**src/rtl/soc_pkg.sv**
```systemverilog
package soc_pkg;

	// ========================================
	// Bus transfer types
	// ========================================

	// Held by the requester until ready
	typedef struct packed {
		logic        request;
		logic        rw;       // 1 = write
		logic [31:0] address;
		logic [31:0] wdata;
	} bus_req_t;

	// Ready is a single-cycle pulse
	typedef struct packed {
		logic        ready;
		logic [31:0] rdata;
	} bus_rsp_t;

	// ========================================
	// Memory map
	// ========================================

	// Ranges are half open, base included and limit excluded
	localparam logic [31:0] ROM_BASE    = 32'h0000_0000;
	localparam logic [31:0] ROM_LIMIT   = 32'h0001_0000;

	localparam logic [31:0] RAM_BASE    = 32'h0001_0000;
	localparam logic [31:0] RAM_LIMIT   = 32'h0002_0000;

	localparam logic [31:0] LED_BASE    = 32'h5000_0000;
	localparam logic [31:0] LED_LIMIT   = 32'h5000_0010;

	localparam logic [31:0] TIMER_BASE  = 32'h6000_0000;
	localparam logic [31:0] TIMER_LIMIT = 32'h6000_0020;

	// ========================================
	// Sizes
	// ========================================

	localparam int ROM_WORDS = 16;
	localparam int RAM_WORDS = 1024;
	localparam int LED_WIDTH = 10;

	// Timer register index, address bits 4:2
	localparam logic [2:0] TMR_CYCLES   = 3'd0;
	localparam logic [2:0] TMR_PA_COUNT = 3'd1;
	localparam logic [2:0] TMR_PB_COUNT = 3'd2;

endpackage

```
**src/rtl/cycle_timer.sv**
```systemverilog
module cycle_timer (
	input  logic              clock,
	input  logic              i_rst_n,
	input  soc_pkg::bus_req_t i_req,
	output soc_pkg::bus_rsp_t o_rsp,

	// Statistics from the arbiter
	input  logic [31:0]       i_pa_count,
	input  logic [31:0]       i_pb_count
);

	import soc_pkg::*;

	logic [31:0] cycles;
	logic [31:0] rdata_q;
	logic        ready_q;
	logic        accept;

	assign accept = i_req.request && !ready_q;

	// Free running from reset
	always_ff @(posedge clock or negedge i_rst_n)
	begin
		if (!i_rst_n)
			cycles <= 32'h0;
		else
			cycles <= cycles + 32'd1;
	end

	always_ff @(posedge clock or negedge i_rst_n)
	begin
		if (!i_rst_n)
			ready_q <= 1'b0;
		else
			ready_q <= accept;
	end

	// Register select, writes only complete
	always_ff @(posedge clock)
	begin
		if (accept)
		begin
			case (i_req.address[4:2])
				TMR_CYCLES:   rdata_q <= cycles;
				TMR_PA_COUNT: rdata_q <= i_pa_count;
				TMR_PB_COUNT: rdata_q <= i_pb_count;
				default:      rdata_q <= 32'h0;
			endcase
		end
	end

	assign o_rsp.ready = ready_q;
	assign o_rsp.rdata = rdata_q;

endmodule

```
**config.mk**
```make
export PLATFORM = sky130hd
export DESIGN_NAME = cycle_timer
export DESIGN_NICKNAME = d
export VERILOG_FILES = /design/src/rtl/soc_pkg.sv /design/src/rtl/cycle_timer.sv
export SDC_FILE = /design/constraint.sdc
export NUM_CORES = 1
export LEC_CHECK = 0
export ABC_CLOCK_PERIOD_IN_PS = 2350
export BUFFER_PORTS_ARGS = -buffer_cell sky130_fd_sc_hd__clkbuf_2
export CAP_MARGIN = 15
export CORE_MARGIN = 3
export CORE_UTILIZATION = 42
export CTS_CLUSTER_SIZE = 28
export DETAILED_ROUTE_END_ITERATION = 12
export PLACE_DENSITY = 0.77
export SLEW_MARGIN = 20
export SYNTH_ARGS = -nofsm -noshare
export SYNTH_HDL_FRONTEND = slang
export SYNTH_SLANG_ARGS = --single-unit
```
**constraint.sdc**
```tcl
create_clock -name clock -period 2.35 [get_ports clock]
set_clock_uncertainty 0.15 [all_clocks]
set_input_delay 0.47 -clock clock [delete_from_list [all_inputs] [get_ports clock]]
set_output_delay 0.47 -clock clock [all_outputs]
set_load 0.005 [all_outputs]
```
==> impl_metrics.json <==
{
  "cp_capture_type": "flop",
  "final_core_utilization": 0.5341,
  "min_period_over_period": 0.7850,
  "cts.sink_count": 65,
  "synth_sequential_area_ratio": 0.5313,
  "critPathMaxFanout": 8,
  "mappedNetlistNets": 441,
  "min-delay-path-class": "primary input to async pin",
  "port_buffers": 102,
  "worst_setup_hold_path_clk_slew_ns": 0.08,
  "cts_made_buffers": 9,
  "path_delay_family": "simple AND/OR/NAND/NOR gates",
  "critical_path.cell_chain": "and4_1 > nand3_4 > nor3_1 > xor2_1",
  "grt_pass1_vias": 2568,
  "post_synth_inst_count": 308,
  "setup.reg_to_reg.worst_slack_ns": 0.51,
  "routed_wirelength_um": 7515,
  "timing.critical_path.to": "cycles[17]",
  "finalCriticalPeriod_ns": 1.845,
  "worst_slew_margin_relative_to_its_limit": 0.4546,
  "route.vias.total": 2584,
  "design.core.area_sq_um": 7767,
  "detailedRoute.firstPassIterationCount": 4,
  "timing.final.setup_violations": 0,
  "vdd_ir_drop_max_uv": 254.5,
  "critPathKind": "flop to flop",
  "cp_num_cells": 4,
  "max-cap-violations": 0,
  "floorplan.initialDensity": 0.4330,
  "clock.fmax_ghz": 0.5421,
  "synthDistinctLibCells": 30,
  "layout.nets": 539,
  "largest_family_of_logic_cells_by_synthesized_area": "simple AND/OR/NAND/NOR gates",
  "crit_path_top_delay_cell": "and4_1",
  "antenna_violating_nets_post_route": 0,
  "worstMarginPinSlew_ns": 0.8181,
  "fin_tns_setup_ns": 0,
  "crit-reg2reg-launch": "cycles[3]",
  "grt_use_total": 0.1699,
  "setup_crit_start_kind": "flop",
  "hold_buffers": 0,
  "areaGrowthSynthToFinish_pct": 23.36,
  "synth_area_per_cell_sq_um": 10.92,
  "number_of_diodes": 0,
  "slowest_delay_ns": 0.50,
  "worst_hold_slack_ns": 0.06005,
  "grt_first_pass_wirelength_um": 11920,
  "hold_viol_final": 0,
  "layout_common_cells": "clkbuf_2, nor2_1, dfrtp_1",
  "muxShareOfSynthArea": 0.09524,
  "synth_simple_gate_area_share": 0.2117,
  "htree_num_levels": 3,
  "finalMaxSlewViolations": 0,
  "hpwlAfterDp_um": 5574,
  "place_congestion": 0.7935,
  "final_common_cell": "clkbuf_2",
  "die-width_um": 95.49,
  "fp-row-count": 32,
  "cts_setup_buffers": 0,
  "post_synth_xor_area_fraction": 0.07813,
  "post_drt_wl_per_cell_um": 14.65,
  "dr.first_iter.drc_count": 106,
  "cts_resized": 0,
  "post_synth_fa_ha_maj_area_fraction": 0.003720,
  "worstSetupStartpoint": "cycles[3]",
  "cp_data_required_time_ns": 2.45,
  "cts-root-buf": "clkbuf_8",
  "crit_buf_inv": 0,
  "reg2regPathDepth": 4,
  "clock_path_buffers": 2,
  "grt.overflow.total": 0,
  "synth_warnings": 0,
  "die-area_sq_um": 9117,
  "r2r-end": "cycles[17]",
  "synth_compound_area_frac": 0.04762,
  "power.leakage_nw": 2.038,
  "power_density_nw_per_um2": 589.5,
  "routed_via_density": 5.037,
  "fillerInstances": 701,
  "timing.critical_path.arrival_ns": 1.95,
  "grt_start_max_net_pins": 34,
  "unrepaired_setup_endpoints_after_global_routing": "false",
  "number_of_antenna_violations_at_the_first_check_in_global_routing": 0,
  "worstSkewPairLatency_ns": 0.34,
  "fin_area_sq_um": 4149,
  "post_synth_instance_area_sq_um": 3363,
  "die_h_um": 95.49,
  "drive_gt1_frac": 0.3504,
  "io-pin-count": 165,
  "outcome": "finished clean",
  "multi_input_comb_area_sq_um": 1478,
  "placement.cell_area_sq_um": 3939,
  "tritoncts": "built",
  "synth.ff_latch_count": 65,
  "drc": 0,
  "seq_area_sq_um": 1787
}
## sequential cells by signal (all words and copies together) (netlist names)
name and cells:
cycles 32, ready_q 1, rdata_q 32
## synthesized netlist by cell type, drive strengths merged
cell / number / area share
ha: 1 / 0.0037
dfrtp: 33 / 0.25
a21oi: 32 / 0.048
nand2: 15 / 0.019
nand3: 7 / 0.018
edfxtp: 32 / 0.29
nor2b: 2 / 0.0037
xor2: 21 / 0.055
nor3: 10 / 0.025
nand4: 5 / 0.018
nor2: 70 / 0.078
xnor2: 9 / 0.023
mux2i: 32 / 0.095
and3: 5 / 0.0097
clkbuf: 12 / 0.013
buf: 6 / 0.013
and2: 2 / 0.0041
nor4: 5 / 0.024
and4: 4 / 0.012
inv: 5 / 0.0056
## cells by family after synthesis
group,Yosys count
and+or+nand+nor,125
DFF,65
AOI/OAI and AO/OA,32
muxes,32
xor gates and xnor gates,30
buffers and inverters,23
adders and majority gates,1
## how the worst min path moves through the flow
stage	start	slack [ns]	to	depth (start not counted)
floorplan	i_rst_n	0.02	cycles[0]	0
detailed placement	cycles[31]	0.32	cycles[31]	1
finish	i_rst_n	0.06	cycles[31]	1
global placement	cycles[31]	0.31	cycles[31]	1
global route	i_rst_n	0.10	cycles[6]	1
CTS	i_rst_n	0.07	cycles[31]	1
## power breakdown
| group | internal [W] | total (W) | switching, W |
|---|---|---|---|
| combinational | 0.000107 | 0.000234 | 0.000127 |
| clock | 0.000520 | 0.000967 | 0.000447 |
| sequential | 0.00124 | 0.00125 | 0.00000901 |
| total | 0.00186 | 0.00245 | 0.000583 |
## per-layer routing
metal / wire length (um) / track usage / up-vias / share of wire
met4: 180 / 0.08649 / 0 / 0.024
met2: 3883 / 0.2945 / 81 / 0.52
met5: 0 / 0 / - / 0
met1: 3025 / 0.2017 / 1229 / 0.40
li1: - / - / 1259 / -
met3: 424 / 0.02920 / 15 / 0.056
## final cells by class
cell class / instances / area share
Clock inverter: 6 / 0.01628
Clock buffer: 10 / 0.03317
Timing Repair Buffer: 105 / 0.1285
Multi-Input combinational cell: 220 / 0.3562
Inverter: 5 / 0.004524
Sequential cell: 65 / 0.4306
Tap cell: 102 / 0.03076
## metrics by stage
stage | std cells | power, W | worst slack (ns)
finish | 513 | 0.002446 | 0.5052
global route | 513 | 0.002551 | 0.3515
CTS | 513 | 0.002463 | 0.4871
detailed placement | 497 | 0.001503 | 0.1869
global placement | 497 | 0.001496 | 0.2013
floorplan | 308 | 0.001383 | 0.4358
Power figures use the tool's default switching activity.
