==> src/rtl/soc_pkg.sv <==
package soc_pkg;

	// ========================================
	// Bus transfer types
	// ========================================

	// Held by the requester until ready
	typedef struct packed {
		logic        request;
		logic        rw;       // 1 = write
		logic [31:0] address;
		logic [31:0] wdata;
	} bus_req_t;

	// Ready is a single-cycle pulse
	typedef struct packed {
		logic        ready;
		logic [31:0] rdata;
	} bus_rsp_t;

	// ========================================
	// Memory map
	// ========================================

	// Ranges are half open, base included and limit excluded
	localparam logic [31:0] ROM_BASE    = 32'h0000_0000;
	localparam logic [31:0] ROM_LIMIT   = 32'h0001_0000;

	localparam logic [31:0] RAM_BASE    = 32'h0001_0000;
	localparam logic [31:0] RAM_LIMIT   = 32'h0002_0000;

	localparam logic [31:0] LED_BASE    = 32'h5000_0000;
	localparam logic [31:0] LED_LIMIT   = 32'h5000_0010;

	localparam logic [31:0] TIMER_BASE  = 32'h6000_0000;
	localparam logic [31:0] TIMER_LIMIT = 32'h6000_0020;

	// ========================================
	// Sizes
	// ========================================

	localparam int ROM_WORDS = 16;
	localparam int RAM_WORDS = 1024;
	localparam int LED_WIDTH = 10;

	// Timer register index, address bits 4:2
	localparam logic [2:0] TMR_CYCLES   = 3'd0;
	localparam logic [2:0] TMR_PA_COUNT = 3'd1;
	localparam logic [2:0] TMR_PB_COUNT = 3'd2;

endpackage

==> src/rtl/bus_access.sv <==
module bus_access (
	input  logic              clock,
	input  logic              i_rst_n,

	// Port A, instruction fetch, read only
	input  logic              i_pa_request,
	input  logic [31:0]       i_pa_address,
	output soc_pkg::bus_rsp_t o_pa,

	// Port B, data access
	input  soc_pkg::bus_req_t i_pb,
	output soc_pkg::bus_rsp_t o_pb,

	// Shared bus towards the decoder
	output soc_pkg::bus_req_t o_bus_req,
	input  soc_pkg::bus_rsp_t i_bus_rsp,

	// Finished transactions per port
	output logic [31:0]       o_pa_count,
	output logic [31:0]       o_pb_count
);

	logic busy;
	logic owner_b;
	logic done;
	logic pa_pending;
	logic pb_pending;
	logic grant_b;
	logic finish;

	// Port just served may still hold its request for one cycle
	assign pa_pending = i_pa_request && !(done && !owner_b);
	assign pb_pending = i_pb.request && !(done && owner_b);

	// On a tie the port not served last wins
	assign grant_b = pb_pending && (!pa_pending || !owner_b);

	assign finish = busy && i_bus_rsp.ready;

	// ========================================
	// Arbiter FSM, idle and busy
	// ========================================

	// owner_b keeps the last granted port while idle, reset favours B
	always_ff @(posedge clock or negedge i_rst_n)
	begin
		if (!i_rst_n)
		begin
			busy    <= 1'b0;
			owner_b <= 1'b0;
			done    <= 1'b0;
		end
		else
		begin
			done <= finish;
			if (!busy)
			begin
				if (pa_pending || pb_pending)
				begin
					busy    <= 1'b1;
					owner_b <= grant_b;
				end
			end
			else if (i_bus_rsp.ready)
				busy <= 1'b0;
		end
	end

	// Bus driven from the granted port only while busy
	always_comb
	begin
		o_bus_req.request = busy;
		o_bus_req.rw      = owner_b && i_pb.rw;
		o_bus_req.address = owner_b ? i_pb.address : i_pa_address;
		o_bus_req.wdata   = owner_b ? i_pb.wdata : 32'h0;
	end

	// Ready goes back to the owner only
	assign o_pa.ready = finish && !owner_b;
	assign o_pa.rdata = i_bus_rsp.rdata;
	assign o_pb.ready = finish && owner_b;
	assign o_pb.rdata = i_bus_rsp.rdata;

	// Debug counters
	always_ff @(posedge clock or negedge i_rst_n)
	begin
		if (!i_rst_n)
		begin
			o_pa_count <= 32'h0;
			o_pb_count <= 32'h0;
		end
		else
		begin
			if (o_pa.ready)
				o_pa_count <= o_pa_count + 32'd1;
			if (o_pb.ready)
				o_pb_count <= o_pb_count + 32'd1;
		end
	end

endmodule

==> config.mk <==
export PLATFORM = sky130hd
export DESIGN_NAME = bus_access
export DESIGN_NICKNAME = d
export VERILOG_FILES = /design/src/rtl/soc_pkg.sv /design/src/rtl/bus_access.sv
export SDC_FILE = /design/constraint.sdc
export NUM_CORES = 1
export LEC_CHECK = 0
export BUFFER_PORTS_ARGS = -buffer_cell sky130_fd_sc_hd__clkbuf_2
export CAP_MARGIN = 10
export CORE_AREA = 2 2 129 131
export DETAILED_ROUTE_END_ITERATION = 7
export DIE_AREA = 0 0 131 133
export PLACE_DENSITY_LB_ADDON = 0.05
export SLEW_MARGIN = 10
export SYNTH_ARGS = -nofsm -noshare
export SYNTH_HDL_FRONTEND = slang
export SYNTH_SLANG_ARGS = --single-unit
==> constraint.sdc <==
create_clock -name clock -period 2.2 [get_ports clock]
set_input_delay 0.66 -clock clock [delete_from_list [all_inputs] [get_ports clock]]
set_output_delay 0.66 -clock clock [all_outputs]
set_load 0.02 [all_outputs]
==> results by stage <==
Critical path:
- Data arrives at the worst endpoint at between 1500 and 2000 ps.
- The worst register-to-register path begins at owner_b.
- The critical path capture point type is an output pin.
- The endpoint of the worst register-to-register path is o_pa_count[20].
- The most critical setup path has its endpoint at o_bus_req[55].
- The start point of the critical path is owner_b.
- The kind of start point of the critical path is a register.
- Of all nets on the critical path, the largest fanout is 28.
- The setup slack on the worst flop-to-flop path is 310 ps.
- The critical setup path kind is reg -> out.
- Counting cells, the worst reg-to-reg path comes to 7.
- The worst path required time is around 1500 ps.

GRT:
- The first-pass GRT wire length is 23.53 mm.
- Global routing finished with a remaining overflow of 0.
- The initial antenna violation count is 0.
- The largest net degree at the start of global routing is just under 70.
- The via count of the first global-routing pass came to about 3700.
- Global routing consumed, over all layers together, 18.01% of the routing resources.

Synth:
- For this run, the register share of the synthesized area comes to between 30 and 40%.
- Synthesis produced 417 cells.
- The average instance in the mapped netlist occupies 10.14 sq um.
- The flop and latch count out of synthesis is 67.
- The number of different library cells used by synthesis comes to 33.
- In the synthesized netlist the async set-or-reset flop fraction comes to 100.0%.
- The net count after synthesis is 553.
- The post-synth design cell area is around 4200 sq um.
- The number of warnings reported in the yosys synthesis log is 0.
- Counting flops with a built-in enable in the synthesized netlist gives 0.
- For this run, the leading register cell type out of synthesis is sky130_fd_sc_hd__dfrtp_1.

CTS:
- The clock root buffer is sky130_fd_sc_hd__clkbuf_16.
- No sink is reached through more buffers than the 2 on the longest clock path.
- TritonCTS built the clock tree.
- At the later pin of the worst-skew pair, clock insertion delay measures 330 ps.
- Clock-pin slew was measured on the worst setup and hold paths at roughly 60 ps.
- The maximum level of the CTS H-tree is 3.
- The TritonCTS sink count is 67.
- TritonCTS created 9 clock buffers.

Cells and area:
- The layout overhead on the synthesized area is 37.02%.
- The library cells used most frequently in the layout, excluding fill and tap cells, are sky130_fd_sc_hd__clkbuf_2 (198), sky130_fd_sc_hd__dfrtp_1 (66), sky130_fd_sc_hd__xnor2_1 (36), sky130_fd_sc_hd__and2_1 (34), sky130_fd_sc_hd__xor2_1 (26).
- After filler insertion, the fill cell instance count of the layout stands at 1674.
- The finished layout holds just over 800 standard cells, fillers aside.
- Cells fill a little over a third of the core in the end.
- Across the whole layout, storage elements account for 1678 sq um.
- Leaving out fill and tap cells, the most frequent cell in the layout is sky130_fd_sc_hd__clkbuf_2.
- The repair_antennas step left the layout with diodes totalling 0.
- The net count of the finished layout is 737.
- The area of the multi-input gates is about 2000 sq um.
- The fraction of final layout cells sized beyond drive strength 1 is between 50% and 60%.

Placed design:
- Buffers placed on the I/O ports in this run total 233.
- The instance count after placement with tap cells included is ~810.
- The worst-case setup slack after placement is 132.5 ps.
- The HPWL after detailed placement is about 13 mm.
- At the end of routability-driven placement, the weighted congestion stood at 0.7999.

Timing:
- Hold timing on the final database bottoms out at a slack of around 340 ps.
- In the finished design, the share of the clock period the worst path needs comes to 100.5%.
- The final-layout setup total negative slack is -21.67 ps.
- The final worst setup slack is -10.33 ps.
- The time the final worst path needs with I/O delays and setup is 2210 ps.
- The final hold violation count is 0.
- The total setup violations reported at the end of the flow is 3.
- The remaining max-slew budget at the tightest pin is 67.45%.
- For this run, the top clock speed supported by timing is 452.4 MHz.
- Setup repair after global routing could not meet its margin everywhere.
- On the final layout, the worst clock skew is 6.081 ps.
- At the pin with the least slew margin, the transition time is 487.3 ps.
- The number of max-slew violations in the final report is 0.

Floorplanning:
- The area enclosed by the die boundary is 17420 sq um.
- The area of the core is between 15000 and 20000 sq um.
- The initial core utilization is 26.14%.
- In this run the vertical extent of the chip is 133 um.
- Measured along the x axis, the die boundary spans 131 um.
- The number of placement rows is 47.
- The I/O pin count is 330.

Run:
- Across the run, the number of max-cap violations was 0.

Power and ir drop:
- Dividing total power by cell area gives a power density of 974.7 nW/um^2.
- The maximum ir drop on the vdd rail is 0.3617 mV.
- The analysis attributes to cell leakage a power of approximately 3.0 nW.

Outcome:
- The checks that failed: setup timing.
- The run finished, with violations left.

Drt:
- For this run, design rule violations remaining after detail routing come to 0.
- After the first detailed-routing iteration, the DRC count stood at 166.
- The post-detailed-routing wire length is 16.04 mm.
- The via count normalized by instance count is 4.435.
- The average routed wire per standard cell is 19.42 um.
- The number of nets with antenna violations after detailed routing is 0.
- The first detailed-routing pass ran for 4 iterations.
- For this block, the via count after detailed routing is approximately 3700.

Hold path:
- The worst hold path belongs to the class in -> async.
==> layer usage <==
| metal | GRT usage [%] | routed length (um) | vias to the layer above |
|---|---|---|---|
| li1 | - | - | 1733 |
| met1 | 22.91 | 6562 | 1725 |
| met2 | 27.86 | 7689 | 194 |
| met3 | 8.047 | 1589 | 11 |
| met4 | 4.433 | 195 | 0 |
| met5 | 0 | 0 | - |
==> power by group <==
part / total (mW) / internal, mW / switching, mW / leakage, nW
combinational: 2.62 / 1.19 / 1.44 / 1.99
clock: 1.53 / 0.984 / 0.549 / 0.156
sequential: 1.49 / 1.33 / 0.154 / 0.900
==> Yosys cell counts (4+ instances only) <==
| library cell | count | area, sq um |
|---|---|---|
| sky130_fd_sc_hd__nor3_1 | 14 | 70.07 |
| sky130_fd_sc_hd__buf_4 | 66 | 495.5 |
| sky130_fd_sc_hd__xor2_1 | 26 | 227.7 |
| sky130_fd_sc_hd__nand2_1 | 25 | 93.84 |
| sky130_fd_sc_hd__nor4_2 | 5 | 62.56 |
| sky130_fd_sc_hd__mux2_2 | 33 | 371.6 |
| sky130_fd_sc_hd__xnor2_1 | 36 | 315.3 |
| sky130_fd_sc_hd__nand3_1 | 18 | 90.09 |
| sky130_fd_sc_hd__nand4_1 | 23 | 143.9 |
| sky130_fd_sc_hd__clkbuf_1 | 9 | 33.78 |
| sky130_fd_sc_hd__and3_1 | 10 | 62.56 |
| sky130_fd_sc_hd__inv_1 | 8 | 30.03 |
| sky130_fd_sc_hd__and4_1 | 4 | 35.03 |
| sky130_fd_sc_hd__and2_1 | 34 | 212.7 |
| sky130_fd_sc_hd__nor2_1 | 9 | 33.78 |
| sky130_fd_sc_hd__nor4_1 | 6 | 37.54 |
| sky130_fd_sc_hd__dfrtp_1 | 67 | 1677 |
==> through the flow <==
stage,instance area (sq um),total power [mW]
5_1_grt,5793,5.921
2_1_floorplan,4228,2.975
4_1_cts,5594,5.395
3_3_place_gp,5238,3.704
6_report,5793,5.646
3_5_place_dp,5238,3.727
==> final cells by class <==
class,count,share of cell area [%]
multi-input combinational,262,34.32
sequential,67,28.96
timing repair buffer,253,26.11
tap,220,4.752
clock buffer,10,3.952
clock inverter,6,1.382
inverter,8,0.5184
==> cell families after synthesis <==
logic type	share of synthesized area [%]
adder cells (fa/ha/maj)	0.5918
buffers and inverters	14.21
flip-flops	39.66
AND/OR/NAND/NOR	23.32
XOR/XNOR	12.84
multiplexers	9.026
AO/OA/AOI/OAI	0.3550
==> sequential cells by signal, indices dropped and copies added, names as in the netlist <==
register / flops
done: 1
busy: 1
o_pb_count: 32
o_pa_count: 32
owner_b: 1
==> what timing repair did <==
item | CTS | global route
setup endpoints to repair | 32 | 31
cloned | 1 | 2
gates resized for setup | 3 | 81
pin swaps | 0 | 0
buffers inserted | 1 | 1
hold buffers | 0 | 0
==> critical path, stage by stage, from the launching register on <==
cell                        delay (ps)
sky130_fd_sc_hd__dfrtp_2           400
sky130_fd_sc_hd__bufbuf_16         320
sky130_fd_sc_hd__mux2_2            340
sky130_fd_sc_hd__clkbuf_2          160
==> worst min-delay path by stage <==
stage / startpoint / slack, ps / to
after detailed placement: o_pb_count[31] / 470 / o_pb_count[31]
final: i_rst_n / 340 / o_pa_count[20]
after global routing: i_rst_n / 360 / o_pa_count[21]
after floorplan: i_rst_n / 360 / busy
after CTS: i_rst_n / 360 / o_pa_count[22]
after global placement: o_pa_count[31] / 470 / o_pa_count[31]
Power figures use the tool's default switching activity.
