$ cat config.mk
export PLATFORM = sky130hd
export DESIGN_NAME = led_port
export DESIGN_NICKNAME = d
export VERILOG_FILES = /design/src/rtl/soc_pkg.sv /design/src/rtl/led_port.sv
export SDC_FILE = /design/constraint.sdc
export NUM_CORES = 1
export LEC_CHECK = 0
export BUFFER_PORTS_ARGS = -buffer_cell sky130_fd_sc_hd__buf_2
export CAP_MARGIN = 30
export CORE_MARGIN = 1.5
export CORE_UTILIZATION = 29
export CTS_BUF_LIST = sky130_fd_sc_hd__clkbuf_2
export CTS_CLUSTER_SIZE = 8
export DETAILED_ROUTE_END_ITERATION = 8
export MAX_ROUTING_LAYER = met4
export PLACE_DENSITY = 0.81
export SETUP_SLACK_MARGIN = 0.1
export SYNTH_ARGS = -nofsm -noshare
export SYNTH_HDL_FRONTEND = slang
export SYNTH_SLANG_ARGS = --single-unit
$ cat constraint.sdc
create_clock -name clock -period 1.5 [get_ports clock]
set_clock_uncertainty 0.1 [all_clocks]
set_input_delay 0.075 -clock clock [delete_from_list [all_inputs] [get_ports clock]]
set_output_delay 0.075 -clock clock [all_outputs]
set_load 0.005 [all_outputs]
$ cat src/rtl/soc_pkg.sv
package soc_pkg;

	// ========================================
	// Bus transfer types
	// ========================================

	// Held by the requester until ready
	typedef struct packed {
		logic        request;
		logic        rw;       // 1 = write
		logic [31:0] address;
		logic [31:0] wdata;
	} bus_req_t;

	// Ready is a single-cycle pulse
	typedef struct packed {
		logic        ready;
		logic [31:0] rdata;
	} bus_rsp_t;

	// ========================================
	// Memory map
	// ========================================

	// Ranges are half open, base included and limit excluded
	localparam logic [31:0] ROM_BASE    = 32'h0000_0000;
	localparam logic [31:0] ROM_LIMIT   = 32'h0001_0000;

	localparam logic [31:0] RAM_BASE    = 32'h0001_0000;
	localparam logic [31:0] RAM_LIMIT   = 32'h0002_0000;

	localparam logic [31:0] LED_BASE    = 32'h5000_0000;
	localparam logic [31:0] LED_LIMIT   = 32'h5000_0010;

	localparam logic [31:0] TIMER_BASE  = 32'h6000_0000;
	localparam logic [31:0] TIMER_LIMIT = 32'h6000_0020;

	// ========================================
	// Sizes
	// ========================================

	localparam int ROM_WORDS = 16;
	localparam int RAM_WORDS = 1024;
	localparam int LED_WIDTH = 10;

	// Timer register index, address bits 4:2
	localparam logic [2:0] TMR_CYCLES   = 3'd0;
	localparam logic [2:0] TMR_PA_COUNT = 3'd1;
	localparam logic [2:0] TMR_PB_COUNT = 3'd2;

endpackage

$ cat src/rtl/led_port.sv
module led_port (
	input  logic                          clock,
	input  logic                          i_rst_n,
	input  soc_pkg::bus_req_t             i_req,
	output soc_pkg::bus_rsp_t             o_rsp,
	output logic [soc_pkg::LED_WIDTH-1:0] o_leds
);

	import soc_pkg::*;

	logic ready_q;
	logic accept;

	assign accept = i_req.request && !ready_q;

	always_ff @(posedge clock or negedge i_rst_n)
	begin
		if (!i_rst_n)
		begin
			ready_q <= 1'b0;
			o_leds  <= '0;
		end
		else
		begin
			ready_q <= accept;
			if (accept && i_req.rw)
				o_leds <= i_req.wdata[LED_WIDTH-1:0];
		end
	end

	assign o_rsp.ready = ready_q;
	assign o_rsp.rdata = {{(32-LED_WIDTH){1'b0}}, o_leds};

endmodule

==> metrics.txt, run 1 <==
Clock Tree Root clkbuf_2; layout cells sized above 1 51.6%; crit-path leading delay family flip-flops; distinct cell type count after synthesis 7; MaxCap Viol Count 0; Placer Congestion 0.539; PostCTS Resize Cnt 0; LEAKAGE 0.514 nW; setup tns final 0 ns; switching power 0.000228 W; Die X 52.6 um; synth cell count leaders 33 x buf_4, 11 x dfrtp_1, 10 x mux2_4; Fmax 791 MHz; Mapped Cells 58; worst vdd ir 0.401 mV; crit-path cells nand3b_4 > mux2_4; vias in the first global route 374; TritonCTS clock tree done; Setup crit start kind register; Worst Setup SP ready_q$_DFF_PN0_; CP endpoint kind register; Finished Cell Area 880 um2; Clock Latency Late Sink 0.25 ns; total global-route track usage 8.79%; clk slew on worst S/H paths 0.10 ns; reg2reg start ready_q$_DFF_PN0_; Inserted Clock Buffers 3; H-Tree Depth 1; final period utilization 84.3%; total gr overflow 0; hpwl dp 849 um; minimum clock period 1.26 ns; CORE AREA 0.00228 mm2; Starting Density 31.4%; Arrival @ worst endpoint 1.30 ns; Area growth syn-to-layout 23.1%; Gate power share 32.7%; warnings from Yosys 0; Sink Count 11; async set or reset register ratio after synthesis 100%; Ports 111; initial antenna violation count 0; mean post-synth cell area 12.3 um2; WL final 1100 um; sequential share of power 47.4%; PD cells 935 mW/mm2; hold buffer count at CTS 12; endpoints failing setup 0; sequential area share after synthesis 38.5%; DRC 0; Initial DRT Pass Iterations 4; Synth top area share 38.5%; largest net degree at the start of global routing 12; Post-synth EDFFs 0; vias per cell 3.64; CP max FO 10; switching share of power 27.7%; Port Buffer Count 34; worst slack, placed 0.254 ns; post-synth top area cell dfrtp_1; via count 448; Fin Hold WS 0.105 ns; FF+latch count, synth 11; ys flop type dfrtp_1; Final nets 164; Filler Cells Inserted 219; run status finished clean; Routed Antenna Nets 0; Post-Syn Area 714 um2; internal power 0.000594 W; die outline height 52.6 um; global-route wire length before repair 1630 um; ANT cells 0; Slowest Stage Delay on Critical Path 0.41 ns; count of final max-slew check failures 0; row count 17; post-layout total power 0.000822 W; DP Area 739 um2; Critical Path RT 1.54 ns; Crit-path slowest cell dfrtp_1; most common cell in the netlist buf_4; cells on worst reg2reg path 2; worst setup path class reg -> reg; post-CTS setup buffer count 0; setup ws final 0.235 ns; die area 0.00277 mm2; Synth area leaders dfrtp_1 39%, buf_4 35%, mux2_4 21%; WP buf/inv 0; Starting DRT DRC Count 4; Final Hold Vio Count 0; clock share of power 20.0%; Critical Path Stages 2; Clock Tree Buf Depth 2; mean routed wirelength per cell 8.93 um; RSZ-0062 raised after global routing false; hold crit path type in -> async
[sequential cells by signal, indices dropped and copies added (netlist names)]
register	cells
o_leds	10
ready_q	1
[stage by stage]
stage / instances / utilization (%)
global placement: 107 / 32.5
global route: 123 / 38.6
CTS: 123 / 38.6
finish: 123 / 38.6
detailed placement: 107 / 32.5
floorplan: 79 / -
[area by class of cell]
| cell class | instances | area [um2] | area share (%) |
|---|---|---|---|
| multi-input cells | 34 | 259 | 29.4 |
| repair buffers | 46 | 290 | 33.0 |
| clock buffers | 4 | 20.0 | 2.28 |
| flip-flops and latches | 11 | 275 | 31.3 |
| well taps | 28 | 35.0 | 3.98 |
[routing by layer]
layer  share of wire, %  global-route usage, %  vias up
met1                 38                   8.87      195
met2                 46                   14.4       51
met4                  0                   1.28        0
met3                 16                   6.00        0
li1                   -                      -      202
met5                  0                      -        -
[power by group through the flow]
stage / clock network, W / logic (W) / registers (W)
after floorplan: 0 / 0.000228 / 0.000398
after global placement: 0 / 0.000245 / 0.000390
after detailed placement: 0 / 0.000246 / 0.000395
after CTS: 0.000173 / 0.000271 / 0.000391
after global routing: 0.000199 / 0.000300 / 0.000398
final: 0.000164 / 0.000268 / 0.000389
[final timing paths]
kind | slack, ns | to
hold reg to reg | 0.36 | ready_q$_DFF_PN0_
min in group clock | 0.24 | o_leds[5]$_DFFE_PN0P_
setup / recovery | 0.24 | o_leds[2]$_DFFE_PN0P_
max in group asynchronous | 0.99 | o_leds[8]$_DFFE_PN0P_
setup reg to reg | 0.24 | o_leds[2]$_DFFE_PN0P_
hold / removal | 0.11 | o_leds[5]$_DFFE_PN0P_
[cells by family (layout without fill, tap and decap cells)]
family | count (synthesis) | in the layout | share of synthesized area [%]
mux | 10 | 10 | 21.0
flops | 11 | 11 | 38.5
other cells | 1 | 22 | 0.525
simple gates | 2 | 2 | 3.68
buf+inv | 34 | 50 | 36.3
[layout by cell type (no fill, tap or decap), drive strengths merged]
cell	Yosys	layout
clkbuf	0	4
nand3b	1	1
mux2	10	10
nor2b	1	1
buf	34	34
dfrtp	11	11
dlygate4sd3	0	12
conb	1	22
No activity file was read; power rests on OpenSTA's default activity.
==> inputs of run 2 (changes only) <==
CORE_UTILIZATION = 26   (was 29)
PLACE_DENSITY = 0.77   (was 0.81)
clock period = 1.1 ns   (was 1.5 ns; I/O delays follow)
==> run 2 against run 1 <==
Non-clock buffer count is 1 higher. Largest power group unchanged. Clock power increased by 35%. Critical path type unchanged. Critical path depth stayed put. Sequential power up 38%. The flow now finishes with violations (negative setup slack). Cell area grew 3.4%. Global-route usage rose by 0.62 points. First-iteration DRC count increased to 4.0 times the previous value. Die area rose by 11%.
==> metrics.txt, run 2 (synthesized netlist as in run 1, its figures left out) <==
run status complete, but fails checks; violated checks negative setup slack; minimum clock period 1.19 ns (-0.0736 ns); clock share of power 19.4% (-0.6 points); vias in the first global route 430 (+15%); MaxCap Viol Count 0 (unchanged); Arrival @ worst endpoint 1.23 ns (-0.07 ns); r2r setup slk -0.09 ns (-0.33 ns); post-CTS setup buffer count 0 (unchanged); largest registers o_leds x10, ready_q x1; hold crit path type in -> async; Gate power share 33.7% (+1.0 points); DRC 0 (unchanged); Starting Density 28.1% (-3.3 points); ANT cells 0 (unchanged); PD cells 1250 mW/mm2 (+34%); Setup crit start kind register; Finished Cell Area 910 um2 (+3.4%); grt met3 use 4.92% (-1.1 points); switching power 0.000324 W (+42%); Clock Latency Late Sink 0.25 ns (about the same); worst vdd ir 0.698 mV (+74%); GR Util met2 16.0% (+1.6 points); crit-path cells nand3b_4 > mux2_4; reg2reg start ready_q$_DFF_PN0_; die area 0.00307 mm2 (+11%); Largest register FFs 10 (unchanged); most frequent cells in the layout 34 x buf_2, 22 x conb_1, 12 x dlygate4sd3_1, 11 x dfrtp_1, 10 x mux2_4; Final nets 166 (+1.2%); WL final 1360 um (+24%); row count 18 (+1); endpoints failing setup 10 (+10); GRT met1 Usage 10.1% (+1.2 points); Port Buffer Count 34 (unchanged); mean routed wirelength per cell 10.7 um (+20%); Die X 55.4 um (+5.3%); placed cells 110 (+2.8%); WP buf/inv 0 (unchanged); LEAKAGE 0.534 nW (+3.9%); count of final max-slew check failures 0 (unchanged); Crit-path slowest cell dfrtp_1; reg2reg end o_leds[6]$_DFFE_PN0P_; hpwl dp 986 um (+16%); grt peak-use layer met2; vias per cell 3.66 (+0.53%); CORE AREA 0.00254 mm2 (+12%); Inserted Clock Buffers 3 (unchanged); CP max FO 5 (-5); non-filler instance count after layout 127 (+3.3%); global-route wire length before repair 2080 um (+28%); CP endpoint kind register; crit-path leading delay family flip-flops; setup ws final -0.0913 ns (-0.326 ns); Routed Antenna Nets 0 (unchanged); total global-route track usage 9.41% (+0.62 points); die outline height 55.4 um (+5.3%); switching share of power 28.4% (+0.67 points); DP Area 749 um2 (+1.4%); final period utilization 108% (+24 points); layout cells sized above 1 52.6% (+1.0 points); largest net degree at the start of global routing 12 (unchanged); Clock Tree Buf Depth 2 (unchanged); via count 465 (+3.8%); commonest non-fill, non-tap cell in the layout buf_2; Slowest Stage Delay on Critical Path 0.42 ns (about the same); clk slew on worst S/H paths 0.10 ns (about the same); Starting DRT DRC Count 16 (+12); Clock Tree Root clkbuf_2; Area growth syn-to-layout 27.3%; Final Hold Vio Count 0 (unchanged); Placer Congestion 0.612 (+13%); Fmax 839 MHz (+6.2%); Critical Path RT 1.14 ns (-0.40 ns); initial antenna violation count 0 (unchanged); Initial DRT Pass Iterations 3 (-1); internal power 0.000818 W (+38%); total gr overflow 0 (unchanged); cells on worst reg2reg path 2 (unchanged); Ports 111 (unchanged); H-Tree Depth 1 (unchanged); Sink Count 11 (unchanged); TritonCTS clock tree done; worst setup path class reg -> reg; sequential share of power 46.9% (-0.5 points); Largest Register o_leds; RSZ-0062 raised after global routing true; Worst Setup SP ready_q$_DFF_PN0_
==> run 2: changes by cell type in the layout (fill, tap and decap cells not counted) <==
cell,previous run,this run
buf_4,0,1
nand3b_4,1,2
==> run 2: routing by layer <==
metal / vias to the layer above / wire [um]
met4: 0 / 0
met3: 0 / 140
met1: 209 / 554
li1: 213 / -
met2: 43 / 666
met5: - / 0
==> run 2: worst register-to-register path: stages, from the launching register on <==
cell and delay [ns]:
dfrtp_1 0.42, nand3b_4 0.23, mux2_4 0.33
==> run 2: worst max-delay path by stage <==
stage,endpoint,slack [ns],depth (start not counted)
final,o_leds[6]$_DFFE_PN0P_,-0.09,2
after global routing,o_leds[5]$_DFFE_PN0P_,-0.15,2
after CTS,o_leds[6]$_DFFE_PN0P_,-0.10,2
after detailed placement,o_leds[6]$_DFFE_PN0P_,-0.15,2
after global placement,o_leds[9]$_DFFE_PN0P_,-0.13,2
after floorplan,o_leds[0]$_DFFE_PN0P_,-0.07,3
==> run 2: power groups by stage <==
stage	Sequential, W	Clock [W]	Combinational, W
after detailed placement	0.000542	0	0.000348
after CTS	0.000536	0.000243	0.000387
final	0.000535	0.000221	0.000385
after global routing	0.000549	0.000270	0.000418
after global placement	0.000533	0	0.000340
after floorplan	0.000543	0	0.000310
==> run 2: cell type report <==
type | instances | area, um2
Sequential cell | 11 | 275
Multi-Input combinational cell | 35 | 279
Timing Repair Buffer | 47 | 298
Tap cell | 30 | 37.5
Fill cell | 262 | 1640
Clock buffer | 4 | 20.0
==> run 2: per-stage QoR <==
step                power [W]  worst slack, ns  setup TNS, ns  hold WS [ns]  utilization, %
floorplan            0.000853          -0.0740         -0.740        -0.341               -
global placement     0.000874           -0.126          -1.23        -0.169            29.4
detailed placement   0.000890           -0.147          -1.34        -0.162            29.4
CTS                   0.00117           -0.103         -0.833      0.000583            35.3
global route          0.00124           -0.146          -1.32        0.0776            35.7
finish                0.00114          -0.0913         -0.741         0.103            35.7
==> run 2: repair_timing <==
action | CTS | global route
endpoints found under the hold margin | 21 | 1
endpoints found under the setup margin | 11 | 29
resized for setup | 1 | 0
hold buffers | 11 | 1
gates cloned | 1 | 0
