`src/rtl/soc_pkg.sv`:
```
package soc_pkg;

	// ========================================
	// Bus transfer types
	// ========================================

	// Held by the requester until ready
	typedef struct packed {
		logic        request;
		logic        rw;       // 1 = write
		logic [31:0] address;
		logic [31:0] wdata;
	} bus_req_t;

	// Ready is a single-cycle pulse
	typedef struct packed {
		logic        ready;
		logic [31:0] rdata;
	} bus_rsp_t;

	// ========================================
	// Memory map
	// ========================================

	// Ranges are half open, base included and limit excluded
	localparam logic [31:0] ROM_BASE    = 32'h0000_0000;
	localparam logic [31:0] ROM_LIMIT   = 32'h0001_0000;

	localparam logic [31:0] RAM_BASE    = 32'h0001_0000;
	localparam logic [31:0] RAM_LIMIT   = 32'h0002_0000;

	localparam logic [31:0] LED_BASE    = 32'h5000_0000;
	localparam logic [31:0] LED_LIMIT   = 32'h5000_0010;

	localparam logic [31:0] TIMER_BASE  = 32'h6000_0000;
	localparam logic [31:0] TIMER_LIMIT = 32'h6000_0020;

	// ========================================
	// Sizes
	// ========================================

	localparam int ROM_WORDS = 16;
	localparam int RAM_WORDS = 1024;
	localparam int LED_WIDTH = 10;

	// Timer register index, address bits 4:2
	localparam logic [2:0] TMR_CYCLES   = 3'd0;
	localparam logic [2:0] TMR_PA_COUNT = 3'd1;
	localparam logic [2:0] TMR_PB_COUNT = 3'd2;

endpackage

```
`src/rtl/bus_decoder.sv`:
```
module bus_decoder (
	input  logic              clock,
	input  logic              i_rst_n,

	input  soc_pkg::bus_req_t i_bus_req,
	output soc_pkg::bus_rsp_t o_bus_rsp,

	output soc_pkg::bus_req_t o_rom_req,
	input  soc_pkg::bus_rsp_t i_rom_rsp,
	output soc_pkg::bus_req_t o_ram_req,
	input  soc_pkg::bus_rsp_t i_ram_rsp,
	output soc_pkg::bus_req_t o_led_req,
	input  soc_pkg::bus_rsp_t i_led_rsp,
	output soc_pkg::bus_req_t o_tmr_req,
	input  soc_pkg::bus_rsp_t i_tmr_rsp
);

	import soc_pkg::*;

	logic rom_sel;
	logic ram_sel;
	logic led_sel;
	logic tmr_sel;
	logic none_sel;
	logic unm_ready;

	// Target view of the bus, offset from its base
	function automatic bus_req_t route(input bus_req_t req, input logic sel,
		input logic [31:0] base);
		bus_req_t r;
		r         = req;
		r.request = req.request && sel;
		r.address = req.address - base;
		return r;
	endfunction

	assign rom_sel  = (i_bus_req.address >= ROM_BASE) && (i_bus_req.address < ROM_LIMIT);
	assign ram_sel  = (i_bus_req.address >= RAM_BASE) && (i_bus_req.address < RAM_LIMIT);
	assign led_sel  = (i_bus_req.address >= LED_BASE) && (i_bus_req.address < LED_LIMIT);
	assign tmr_sel  = (i_bus_req.address >= TIMER_BASE) && (i_bus_req.address < TIMER_LIMIT);
	assign none_sel = !(rom_sel || ram_sel || led_sel || tmr_sel);

	assign o_rom_req = route(i_bus_req, rom_sel, ROM_BASE);
	assign o_ram_req = route(i_bus_req, ram_sel, RAM_BASE);
	assign o_led_req = route(i_bus_req, led_sel, LED_BASE);
	assign o_tmr_req = route(i_bus_req, tmr_sel, TIMER_BASE);

	// Unmapped address, answer with zero instead of hanging the bus
	always_ff @(posedge clock or negedge i_rst_n)
	begin
		if (!i_rst_n)
			unm_ready <= 1'b0;
		else
			unm_ready <= i_bus_req.request && none_sel && !unm_ready;
	end

	always_comb
	begin
		o_bus_rsp.ready = unm_ready;
		o_bus_rsp.rdata = 32'h0;
		if (rom_sel)
			o_bus_rsp = i_rom_rsp;
		else if (ram_sel)
			o_bus_rsp = i_ram_rsp;
		else if (led_sel)
			o_bus_rsp = i_led_rsp;
		else if (tmr_sel)
			o_bus_rsp = i_tmr_rsp;
	end

endmodule

```
`config.mk`:
```
export PLATFORM = sky130hd
export DESIGN_NAME = bus_decoder
export DESIGN_NICKNAME = d
export VERILOG_FILES = /design/src/rtl/soc_pkg.sv /design/src/rtl/bus_decoder.sv
export SDC_FILE = /design/constraint.sdc
export NUM_CORES = 1
export LEC_CHECK = 0
export BUFFER_PORTS_ARGS = -buffer_cell sky130_fd_sc_hd__buf_2
export CAP_MARGIN = 20
export CORE_AREA = 2 2 194 196
export CTS_BUF_LIST = sky130_fd_sc_hd__clkbuf_16
export CTS_CLUSTER_SIZE = 30
export DETAILED_ROUTE_END_ITERATION = 8
export DIE_AREA = 0 0 196 198
export PLACE_DENSITY = 0.38
export SYNTH_ARGS = -nofsm -noshare
export SYNTH_HDL_FRONTEND = slang
export SYNTH_SLANG_ARGS = --single-unit
```
`constraint.sdc`:
```
create_clock -name clock -period 6.1 [get_ports clock]
set_input_delay 0.305 -clock clock [delete_from_list [all_inputs] [get_ports clock]]
set_output_delay 0.305 -clock clock [all_outputs]
set_load 0.02 [all_outputs]
```
==> run_results.csv, run 1 <==
group,metric,value,unit
status,status,"completed",
detailed_routing,wl_per_cell,15.11,um
synth,syn_area_per_cell,6.513,um2
detailed_routing,drtIter0Drc,142,
sta,fin_skew,0,ns
cells_and_area,stdcell_area,3975,um2
sta,finalWorstSetupSlack,2.053,ns
floorplanning,num_rows,71,
synth,syn_inst,546,
cells_and_area,layout-drive-gt1-share,0.5556,
placed_design,place.gp.congestion,0.6713,
global_routing,antenna_found_initial,5,
sta,setup_violations,0,
global_routing,track_usage,0.07590,
floorplanning,start_util,0.09622,
sta,drv_slew,0,
synth,yosys.area.top_type,"buf_4",
cells_and_area,nets,833,
critical_path,end_kind,"output port",
synth,ys_ff_latch,1,
critical_path,required,5.79,ns
sta,tightest_slew,0.9604,ns
job,maxCapViolations,0,
detailed_routing,vias,3641,
cells_and_area,largest_register_ffs,1,
synth,yosys-top-cells-area,"buf_4 (50%), nand2_1 (5.5%), nor2_1 (5.5%)",
cells_and_area,syn2layout_area_growth,11.79,%
floorplanning,die-width,196,um
floorplanning,die-height,198,um
global_routing,grt_overflow,0,
placed_design,pre_cts_ws,1.952,ns
synth,yosysSeqAreaShare,0.007037,
detailed_routing,antenna_left,0,
synth,synth_area,3556,um2
clock_network,clk_latency,0,ns
cells_and_area,largestRegisters,"unm_ready (1)",
placed_design,place_area,3973,um2
cells_and_area,fillCellCount,4395,
placed_design,io_buffers,331,
clock_network,post_cts_resized,0,
detailed_routing,firstDrtPassIters,6,
synth,synth_top_flop_cell,"dfrtp_1",
synth,synth_cell_type_count,41,
clock_network,postCtsSetupRepairBufs,0,
critical_path,rr_endpoint,"unm_ready",
critical_path,critPathArrivalTime,3.74,ns
critical_path,crit_path_max_fanout,34,
critical_path,r2r_slack,5.21,ns
synth,async_flop_share,1.000,
floorplanning,core_area,36960,um2
global_routing,grt_pass1_vias,3310,
critical_path,reg2reg_depth,1,
clock_network,path_clk_slew,0,ns
sta,whs,0.08003,ns
sta,post-route-min-period,4.047,ns
clock_network,cts_hold_buf,0,
global_routing,grt_pass1_wl,22.11,mm
detailed_routing,viasPerCell,3.322,
synth,synth.most_common_cell,"buf_4",
sta,fmax,247.1,MHz
sta,max_slew_margin,0.3597,
sta,fin_tns_setup,0,ns
critical_path,crit-reg2reg-launch,"unm_ready",
synth,yosys-top-cells-count,"buf_4 (237), nand2_1 (52), nor2_1 (52), o21ai_0 (32), a22oi_1 (21)",
synth,synth.top_cell.area_share,0.5004,
global_routing,grt_max_degree,36,
cells_and_area,top_register,"unm_ready",
detailed_routing,drcViolationCount,0,
critical_path,critPathKind,"input port to output port",
sta,rsz0062_at_grt,"no",
min_path,hp-class,"input port to asynchronous set/reset pin",
sta,fin_crit_sh,0.6635,
critical_path,startpoint_type,"input port",
floorplanning,die_area,38810,um2
synth,synth-edff-count,0,
placed_design,dp_hpwl,13.98,mm
synth,ys_warn_count,0,
detailed_routing,drt_wl_total,16.56,mm
floorplanning,io_pins,497,
sta,finalHoldViolations,0,
synth,postSynthNetCount,756,
-- cells by family after synthesis --
group / count (synthesis) / synth area share
compound gates: 86 / 0.1569
xor+xnor: 16 / 0.03941
fa+ha+maj: 10 / 0.03519
buf+inv: 269 / 0.5415
flops: 1 / 0.007036
mux: 1 / 0.002815
simple gates: 163 / 0.2171
-- worst max path at each step --
stage / start / to / slack (ns) / cells past startpoint
6_report: i_bus_req[49] / o_bus_rsp[4] / 2.05 / 11
2_1_floorplan: i_bus_req[48] / o_bus_rsp[20] / 2.94 / 10
4_1_cts: i_bus_req[49] / o_bus_rsp[4] / 1.93 / 11
3_5_place_dp: i_bus_req[49] / o_bus_rsp[4] / 1.95 / 11
5_1_grt: i_bus_req[49] / o_bus_rsp[4] / 1.66 / 11
3_3_place_gp: i_bus_req[48] / o_bus_rsp[4] / 2.07 / 9
-- layout make-up --
cell class | instances | area [um2] | share of cell area
Antenna cell | 1 | 2.502 | 0.0006295
Inverter | 7 | 26.28 | 0.006610
Tap cell | 474 | 593.1 | 0.1492
Timing Repair Buffer | 337 | 1702 | 0.4281
Sequential cell | 1 | 25.02 | 0.006295
Multi-Input combinational cell | 276 | 1627 | 0.4092
-- metal layers --
| metal | global-route usage | share of wire | up-vias |
|---|---|---|---|
| met5 | 0 | 0.0016 | - |
| met4 | 0.01066 | 0.015 | 4 |
| met3 | 0.02606 | 0.10 | 34 |
| met2 | 0.1231 | 0.45 | 236 |
| met1 | 0.09914 | 0.43 | 1627 |
| li1 | - | - | 1740 |
-- worst max-delay path, stage by stage --
cell and delay [ns]:
buf_2 0.14, inv_1 0.10, ha_1 0.19, nor3b_1 0.49
nand3_1 0.23, or2_1 0.32, o21ai_0 0.35, nand2_2 0.57
o221ai_1 0.69, a22oi_1 0.14, buf_2 0.19
-- cell usage in the layout, fill, tap and decap left out, types with 2 or more instances in the layout --
| cell type | synthesis | final |
|---|---|---|
| buf_2 | 3 | 331 |
| nand2_1 | 52 | 51 |
| nor2_1 | 52 | 51 |
| o21ai_0 | 32 | 32 |
| a22oi_1 | 21 | 21 |
| nand3_1 | 16 | 16 |
| a21oi_1 | 15 | 15 |
| or3_1 | 12 | 12 |
| a221oi_1 | 12 | 12 |
| ha_1 | 10 | 10 |
| xnor2_1 | 9 | 9 |
| inv_1 | 7 | 7 |
| xor2_1 | 7 | 7 |
| buf_4 | 237 | 6 |
| or4_1 | 5 | 5 |
| nor4_1 | 6 | 5 |
| and2_1 | 3 | 3 |
| nor4_2 | 1 | 2 |
| nor3_1 | 3 | 2 |
| and4_1 | 2 | 2 |
-- metrics by stage --
step,std cells,util
after CTS,1095,0.1075
after detailed placement,1095,0.1075
final,1096,0.1076
after floorplan,546,-
after global routing,1095,0.1075
after global placement,1095,0.1075
==> run 2, diff against run 1 <==
- clock period: 6.1 -> 3.93 ns (I/O delays scaled with it)
==> run_results.csv, run 2 (same netlist as run 1, synthesis figures left out) <==
group,metric,value,unit
status,status,"completed",
job,maxCapViolations,0,
floorplanning,io_pins,497,
sta,setup_violations,0,
placed_design,place.gp.congestion,0.6719,
detailed_routing,wl_per_cell,15.41,um
placed_design,dp_hpwl,14.45,mm
critical_path,end_kind,"output port",
critical_path,critPathKind,"input port to output port",
detailed_routing,drcViolationCount,0,
placed_design,place_area,4010,um2
global_routing,grt_overflow,0,
critical_path,critPathArrivalTime,3.22,ns
detailed_routing,drt_wl_total,16.97,mm
sta,finalHoldViolations,0,
floorplanning,core_area,36960,um2
floorplanning,die_area,38810,um2
critical_path,startpoint_type,"input port",
sta,post-route-min-period,3.413,ns
cells_and_area,diodes,0,
floorplanning,start_util,0.09622,
cells_and_area,final_common_cell,"buf_2",
sta,fin_crit_sh,0.8684,
floorplanning,die-width,196,um
clock_network,postCtsSetupRepairBufs,0,
global_routing,track_usage,0.07819,
min_path,hp-class,"input port to output port",
pwr,peakVddDrop,0.04376,mV
cells_and_area,stdcell_area,4020,um2
critical_path,crit_path_max_fanout,23,
cells_and_area,layout_common_cells,"buf_2 (331), nand2_1 (51), nor2_1 (51)",
detailed_routing,antenna_left,0,
placed_design,placed_cells,1100,
cells_and_area,stdcell_count,1101,
sta,max_slew_margin,0.3781,
cells_and_area,top_register,"unm_ready",
pwr,powerDensity,108.2,nW/um2
clock_network,post_cts_resized,0,
sta,fin_tns_setup,0,ns
cells_and_area,utilization,0.1088,
detailed_routing,firstDrtPassIters,4,
pwr,fin_total_pwr,0.4351,mW
detailed_routing,vias,3718,
global_routing,grt_pass1_vias,3224,
cells_and_area,largest_register_ffs,1,
detailed_routing,drtIter0Drc,136,
sta,fmax,293.0,MHz
critical_path,required,3.73,ns
global_routing,grt_max_degree,33,
pwr,p_leak,1.966,nW
floorplanning,die-height,198,um
cells_and_area,layout-drive-gt1-share,0.5582,
min_path,min_path_cells,0,
sta,tightest_slew,0.9328,ns
sta,rsz0062_at_grt,"no",
global_routing,grt_pass1_wl,22.56,mm
critical_path,r2r_slack,3.18,ns
critical_path,reg2reg_depth,1,
sta,finalWorstSetupSlack,0.5170,ns
global_routing,antenna_found_initial,5,
sta,whs,0.3930,ns
clock_network,cts_hold_buf,1,
sta,drv_slew,0,
clock_network,clk_latency,0,ns
detailed_routing,viasPerCell,3.377,
cells_and_area,syn2layout_area_growth,13.05,%
placed_design,pre_cts_ws,0.4580,ns
sta,fin_skew,0,ns
cells_and_area,largestRegisters,"unm_ready (1)",
placed_design,io_buffers,331,
cells_and_area,nets,839,
floorplanning,num_rows,71,
[run 2: changes by cell type in the layout (fill, tap and decap cells not counted), sizes merged]
| cell | before | now |
|---|---|---|
| buf | 337 | 342 |
| diode | 1 | 0 |
| dlygate4sd3 | 0 | 1 |
[run 2: final cells by class]
cell class	count	area, um2
tap	474	593.1
sequential	1	25.02
fill	4398	32940
timing repair buffer	343	1749
multi-input combinational	276	1627
inverter	7	26.28
[run 2: power breakdown]
group,internal [mW],switching (mW),total [mW]
logic,0.158,0.264,0.423
registers,0.0114,0.000790,0.0122
clock network,0,0,0
[run 2: worst paths after layout]
kind,start,endpoint
setup reg to reg,unm_ready,unm_ready
min in group asynchronous,i_rst_n,unm_ready
setup / recovery,i_bus_req[48],o_bus_rsp[3]
hold / removal,i_bus_req[31],o_rom_req[31]
max in group asynchronous,i_rst_n,unm_ready
hold reg to reg,unm_ready,unm_ready
[run 2: critical path, stage by stage]
cell and delay (ns):
buf_2 0.13, or4_1 0.68, nor4_1 0.36, nand4_1 0.12, a221oi_1 0.46, nand2_2 0.49, buf_4 0.35, o21ai_0 0.15
a22oi_1 0.08, buf_2 0.18
[run 2: routing by layer]
layer  routed length, um  GRT usage
met5                  41          0
met4                 243    0.01066
met3                1900    0.02776
met2                7633     0.1259
met1                7151     0.1024
(Power assumes the default switching activity.)
==> run 3, diff against run 2 <==
- ABC_AREA: not set -> 1
- CORE_AREA: 2 2 194 196 -> 2 2 193 195
- DIE_AREA: 0 0 196 198 -> 0 0 195 197
- PLACE_DENSITY: 0.38 -> 0.41
==> run_results.csv, run 3 <==
group,metric,value,unit
status,status,"completed",
cells_and_area,layout-drive-gt1-share,0.4305,
sta,fmax,337.4,MHz
synth,synth_cell_type_count,28,
cells_and_area,nets,1046,
cells_and_area,syn2layout_area_growth,9.146,%
clock_network,clk_latency,0,ns
sta,fin_tns_setup,0,ns
detailed_routing,viasPerCell,3.527,
min_path,hp-class,"input port to output port",
synth,yosysSeqAreaShare,0.005789,
critical_path,cp_slowest_stage_delay,0.67,ns
detailed_routing,drt_wl_total,19.53,mm
placed_design,place_area,4683,um2
cells_and_area,stdcell_area,4718,um2
global_routing,grt_pass1_vias,4341,
detailed_routing,drcViolationCount,0,
synth,synth-edff-count,0,
floorplanning,num_rows,70,
synth,syn_area_per_cell,5.681,um2
sta,post-route-min-period,2.964,ns
pwr,peakVddDrop,0.04965,mV
pwr,p_switching,0.3690,mW
synth,postSynthNetCount,971,
pwr,clkPwrFrac,0,
floorplanning,die_area,38420,um2
cells_and_area,layout_common_cells,"buf_2 (331), nand2_1 (195), nor2_1 (61)",
placed_design,io_buffers,331,
critical_path,end_kind,"output port",
floorplanning,core_area,36260,um2
sta,drv_slew,0,
synth,ys_warn_count,0,
critical_path,crit_path_max_fanout,22,
cells_and_area,multiInputGateArea,2142,um2
synth,async_flop_share,1.000,
sta,fin_skew,0,ns
min_path,min_path_cells,0,
synth,ys_ff_latch,1,
pwr,p_seq_frac,0.021,
sta,rsz0062_at_grt,"no",
sta,finalHoldViolations,0,
placed_design,place.gp.congestion,0.7687,
global_routing,grt_pass1_wl,27.14,mm
synth,syn_inst,761,
detailed_routing,vias,4592,
cells_and_area,diodes,0,
synth,yosys-top-cells-count,"buf_4 (237), nand2_1 (195), nor2_1 (61), inv_1 (57), nand3_1 (54)",
cells_and_area,final_common_cell,"buf_2",
clock_network,post_cts_resized,0,
global_routing,grt_max_degree,50,
floorplanning,io_pins,497,
global_routing,grt_overflow,0,
global_routing,track_usage,0.09340,
cells_and_area,utilization,0.1301,
sta,tightest_slew,1.018,ns
global_routing,antenna_found_initial,1,
cells_and_area,largest_register_ffs,1,
synth,yosys-top-cells-area,"buf_4 (41%), nand2_1 (17%), nand3_1 (6.3%)",
pwr,switching_share,0.6395,
pwr,powerDensity,122.3,nW/um2
pwr,intPower,0.2080,mW
synth,synth_top_flop_cell,"dfrtp_1",
detailed_routing,wl_per_cell,15.00,um
floorplanning,die-height,197,um
detailed_routing,antenna_left,0,
floorplanning,start_util,0.1192,
critical_path,startpoint_type,"input port",
pwr,p_comb_frac,0.979,
critical_path,cp_common_cell,"nand3_1",
synth,synth.top_cell.area_share,0.4116,
cells_and_area,fillCellCount,4351,
cells_and_area,top_register,"unm_ready",
critical_path,slowest_stage,"nor2_4",
placed_design,dp_hpwl,15.59,mm
critical_path,critPathArrivalTime,2.77,ns
cells_and_area,largestRegisters,"unm_ready (1)",
critical_path,required,3.73,ns
job,maxCapViolations,0,
pwr,p_leak,2.697,nW
detailed_routing,firstDrtPassIters,5,
sta,fin_crit_sh,0.7541,
synth,synth_area,4323,um2
synth,synth.most_common_cell,"buf_4",
critical_path,critPathKind,"input port to output port",
cells_and_area,regArea,25.02,um2
detailed_routing,drtIter0Drc,146,
pwr,fin_total_pwr,0.5770,mW
floorplanning,die-width,195,um
sta,max_slew_margin,0.3187,
critical_path,reg2reg_depth,3,
critical_path,cp_cell_sequence,"buf_2, inv_1, ha_1, nand3_1, inv_1, a21oi_1, nand2_1, nor2_4, buf_4, nand3_1, nand2_1, nand3_1, a21oi_1, buf_2",
sta,setup_violations,0,
synth,yosys.area.top_type,"buf_4",
==> run 3: cell count changes after synthesis, moves of 13 or more <==
cell / before / now
a22oi_1: 21 / 0
buf_2: 3 / 19
inv_1: 7 / 57
nand2_1: 52 / 195
nand3_1: 16 / 54
nand3b_1: 0 / 33
o21ai_0: 32 / 19
==> run 3: cells by family (layout without fill, tap and decap cells) <==
group | Yosys count | after routing | synth area share
compound gates | 41 | 41 | 0.05123
xor+xnor | 15 | 15 | 0.03039
fa+ha+maj | 10 | 10 | 0.02894
buf+inv | 327 | 400 | 0.5004
flops | 1 | 1 | 0.005788
simple gates | 367 | 367 | 0.3832
==> run 3: worst max-delay path, delay by kind of cell <==
| kind | cells | cell delay (ns) |
|---|---|---|
| simple gates | 6 | 1.11 |
| fa+ha+maj | 1 | 0.22 |
| buf+inv | 5 | 0.93 |
| compound gates | 2 | 0.29 |
==> run 3: path summary, 6_finish.rpt <==
path | endpoint | start | slack (ns)
max | o_bus_rsp[1] | i_bus_req[60] | 0.97
min reg2reg | unm_ready | unm_ready | 0.55
min | o_led_req[20] | i_bus_req[20] | 0.39
max in group asynchronous | unm_ready | i_rst_n | 3.24
min in group asynchronous | unm_ready | i_rst_n | 0.61
max reg2reg | unm_ready | unm_ready | 3.15
==> run 3: metal layers <==
layer | track usage | up-vias | share of wire | routed length [um]
li1 | - | 2255 | - | -
met1 | 0.1129 | 2053 | 0.42 | 8137
met2 | 0.1685 | 215 | 0.48 | 9470
met3 | 0.01335 | 69 | 0.062 | 1211
met4 | 0.03251 | 0 | 0.037 | 714
met5 | 0 | - | 0 | 0
==> run 3: layout make-up <==
| class | instances | share of cell area |
|---|---|---|
| Multi-Input combinational cell | 433 | 0.4540 |
| Inverter | 61 | 0.04853 |
| Tap cell | 468 | 0.1241 |
| Timing Repair Buffer | 339 | 0.3681 |
| Sequential cell | 1 | 0.005304 |
==> run 3: power by group through the flow <==
stage	logic [mW]	registers, mW	clock network (mW)
finish	0.565	0.0119	0
global route	0.617	0.0121	0
CTS	0.575	0.0119	0
detailed placement	0.572	0.0119	0
global placement	0.573	0.0119	0
floorplan	0.582	0.0118	0
==> run 3: timing repair <==
action / CTS / global route
setup buffers: 0 / 0
hold buffers: 1 / 0
hold endpoints to repair: 1 / 0
==> run 3: through the flow <==
stage               instances  hold slack, ns  setup WS, ns
CTS                      1301          0.3933        0.9119
global placement         1300        -0.02640        0.9136
global route             1302          0.3931        0.6565
finish                   1302          0.3930        0.9664
detailed placement       1300        -0.02702        0.9183
floorplan                 761        -0.09909         1.844
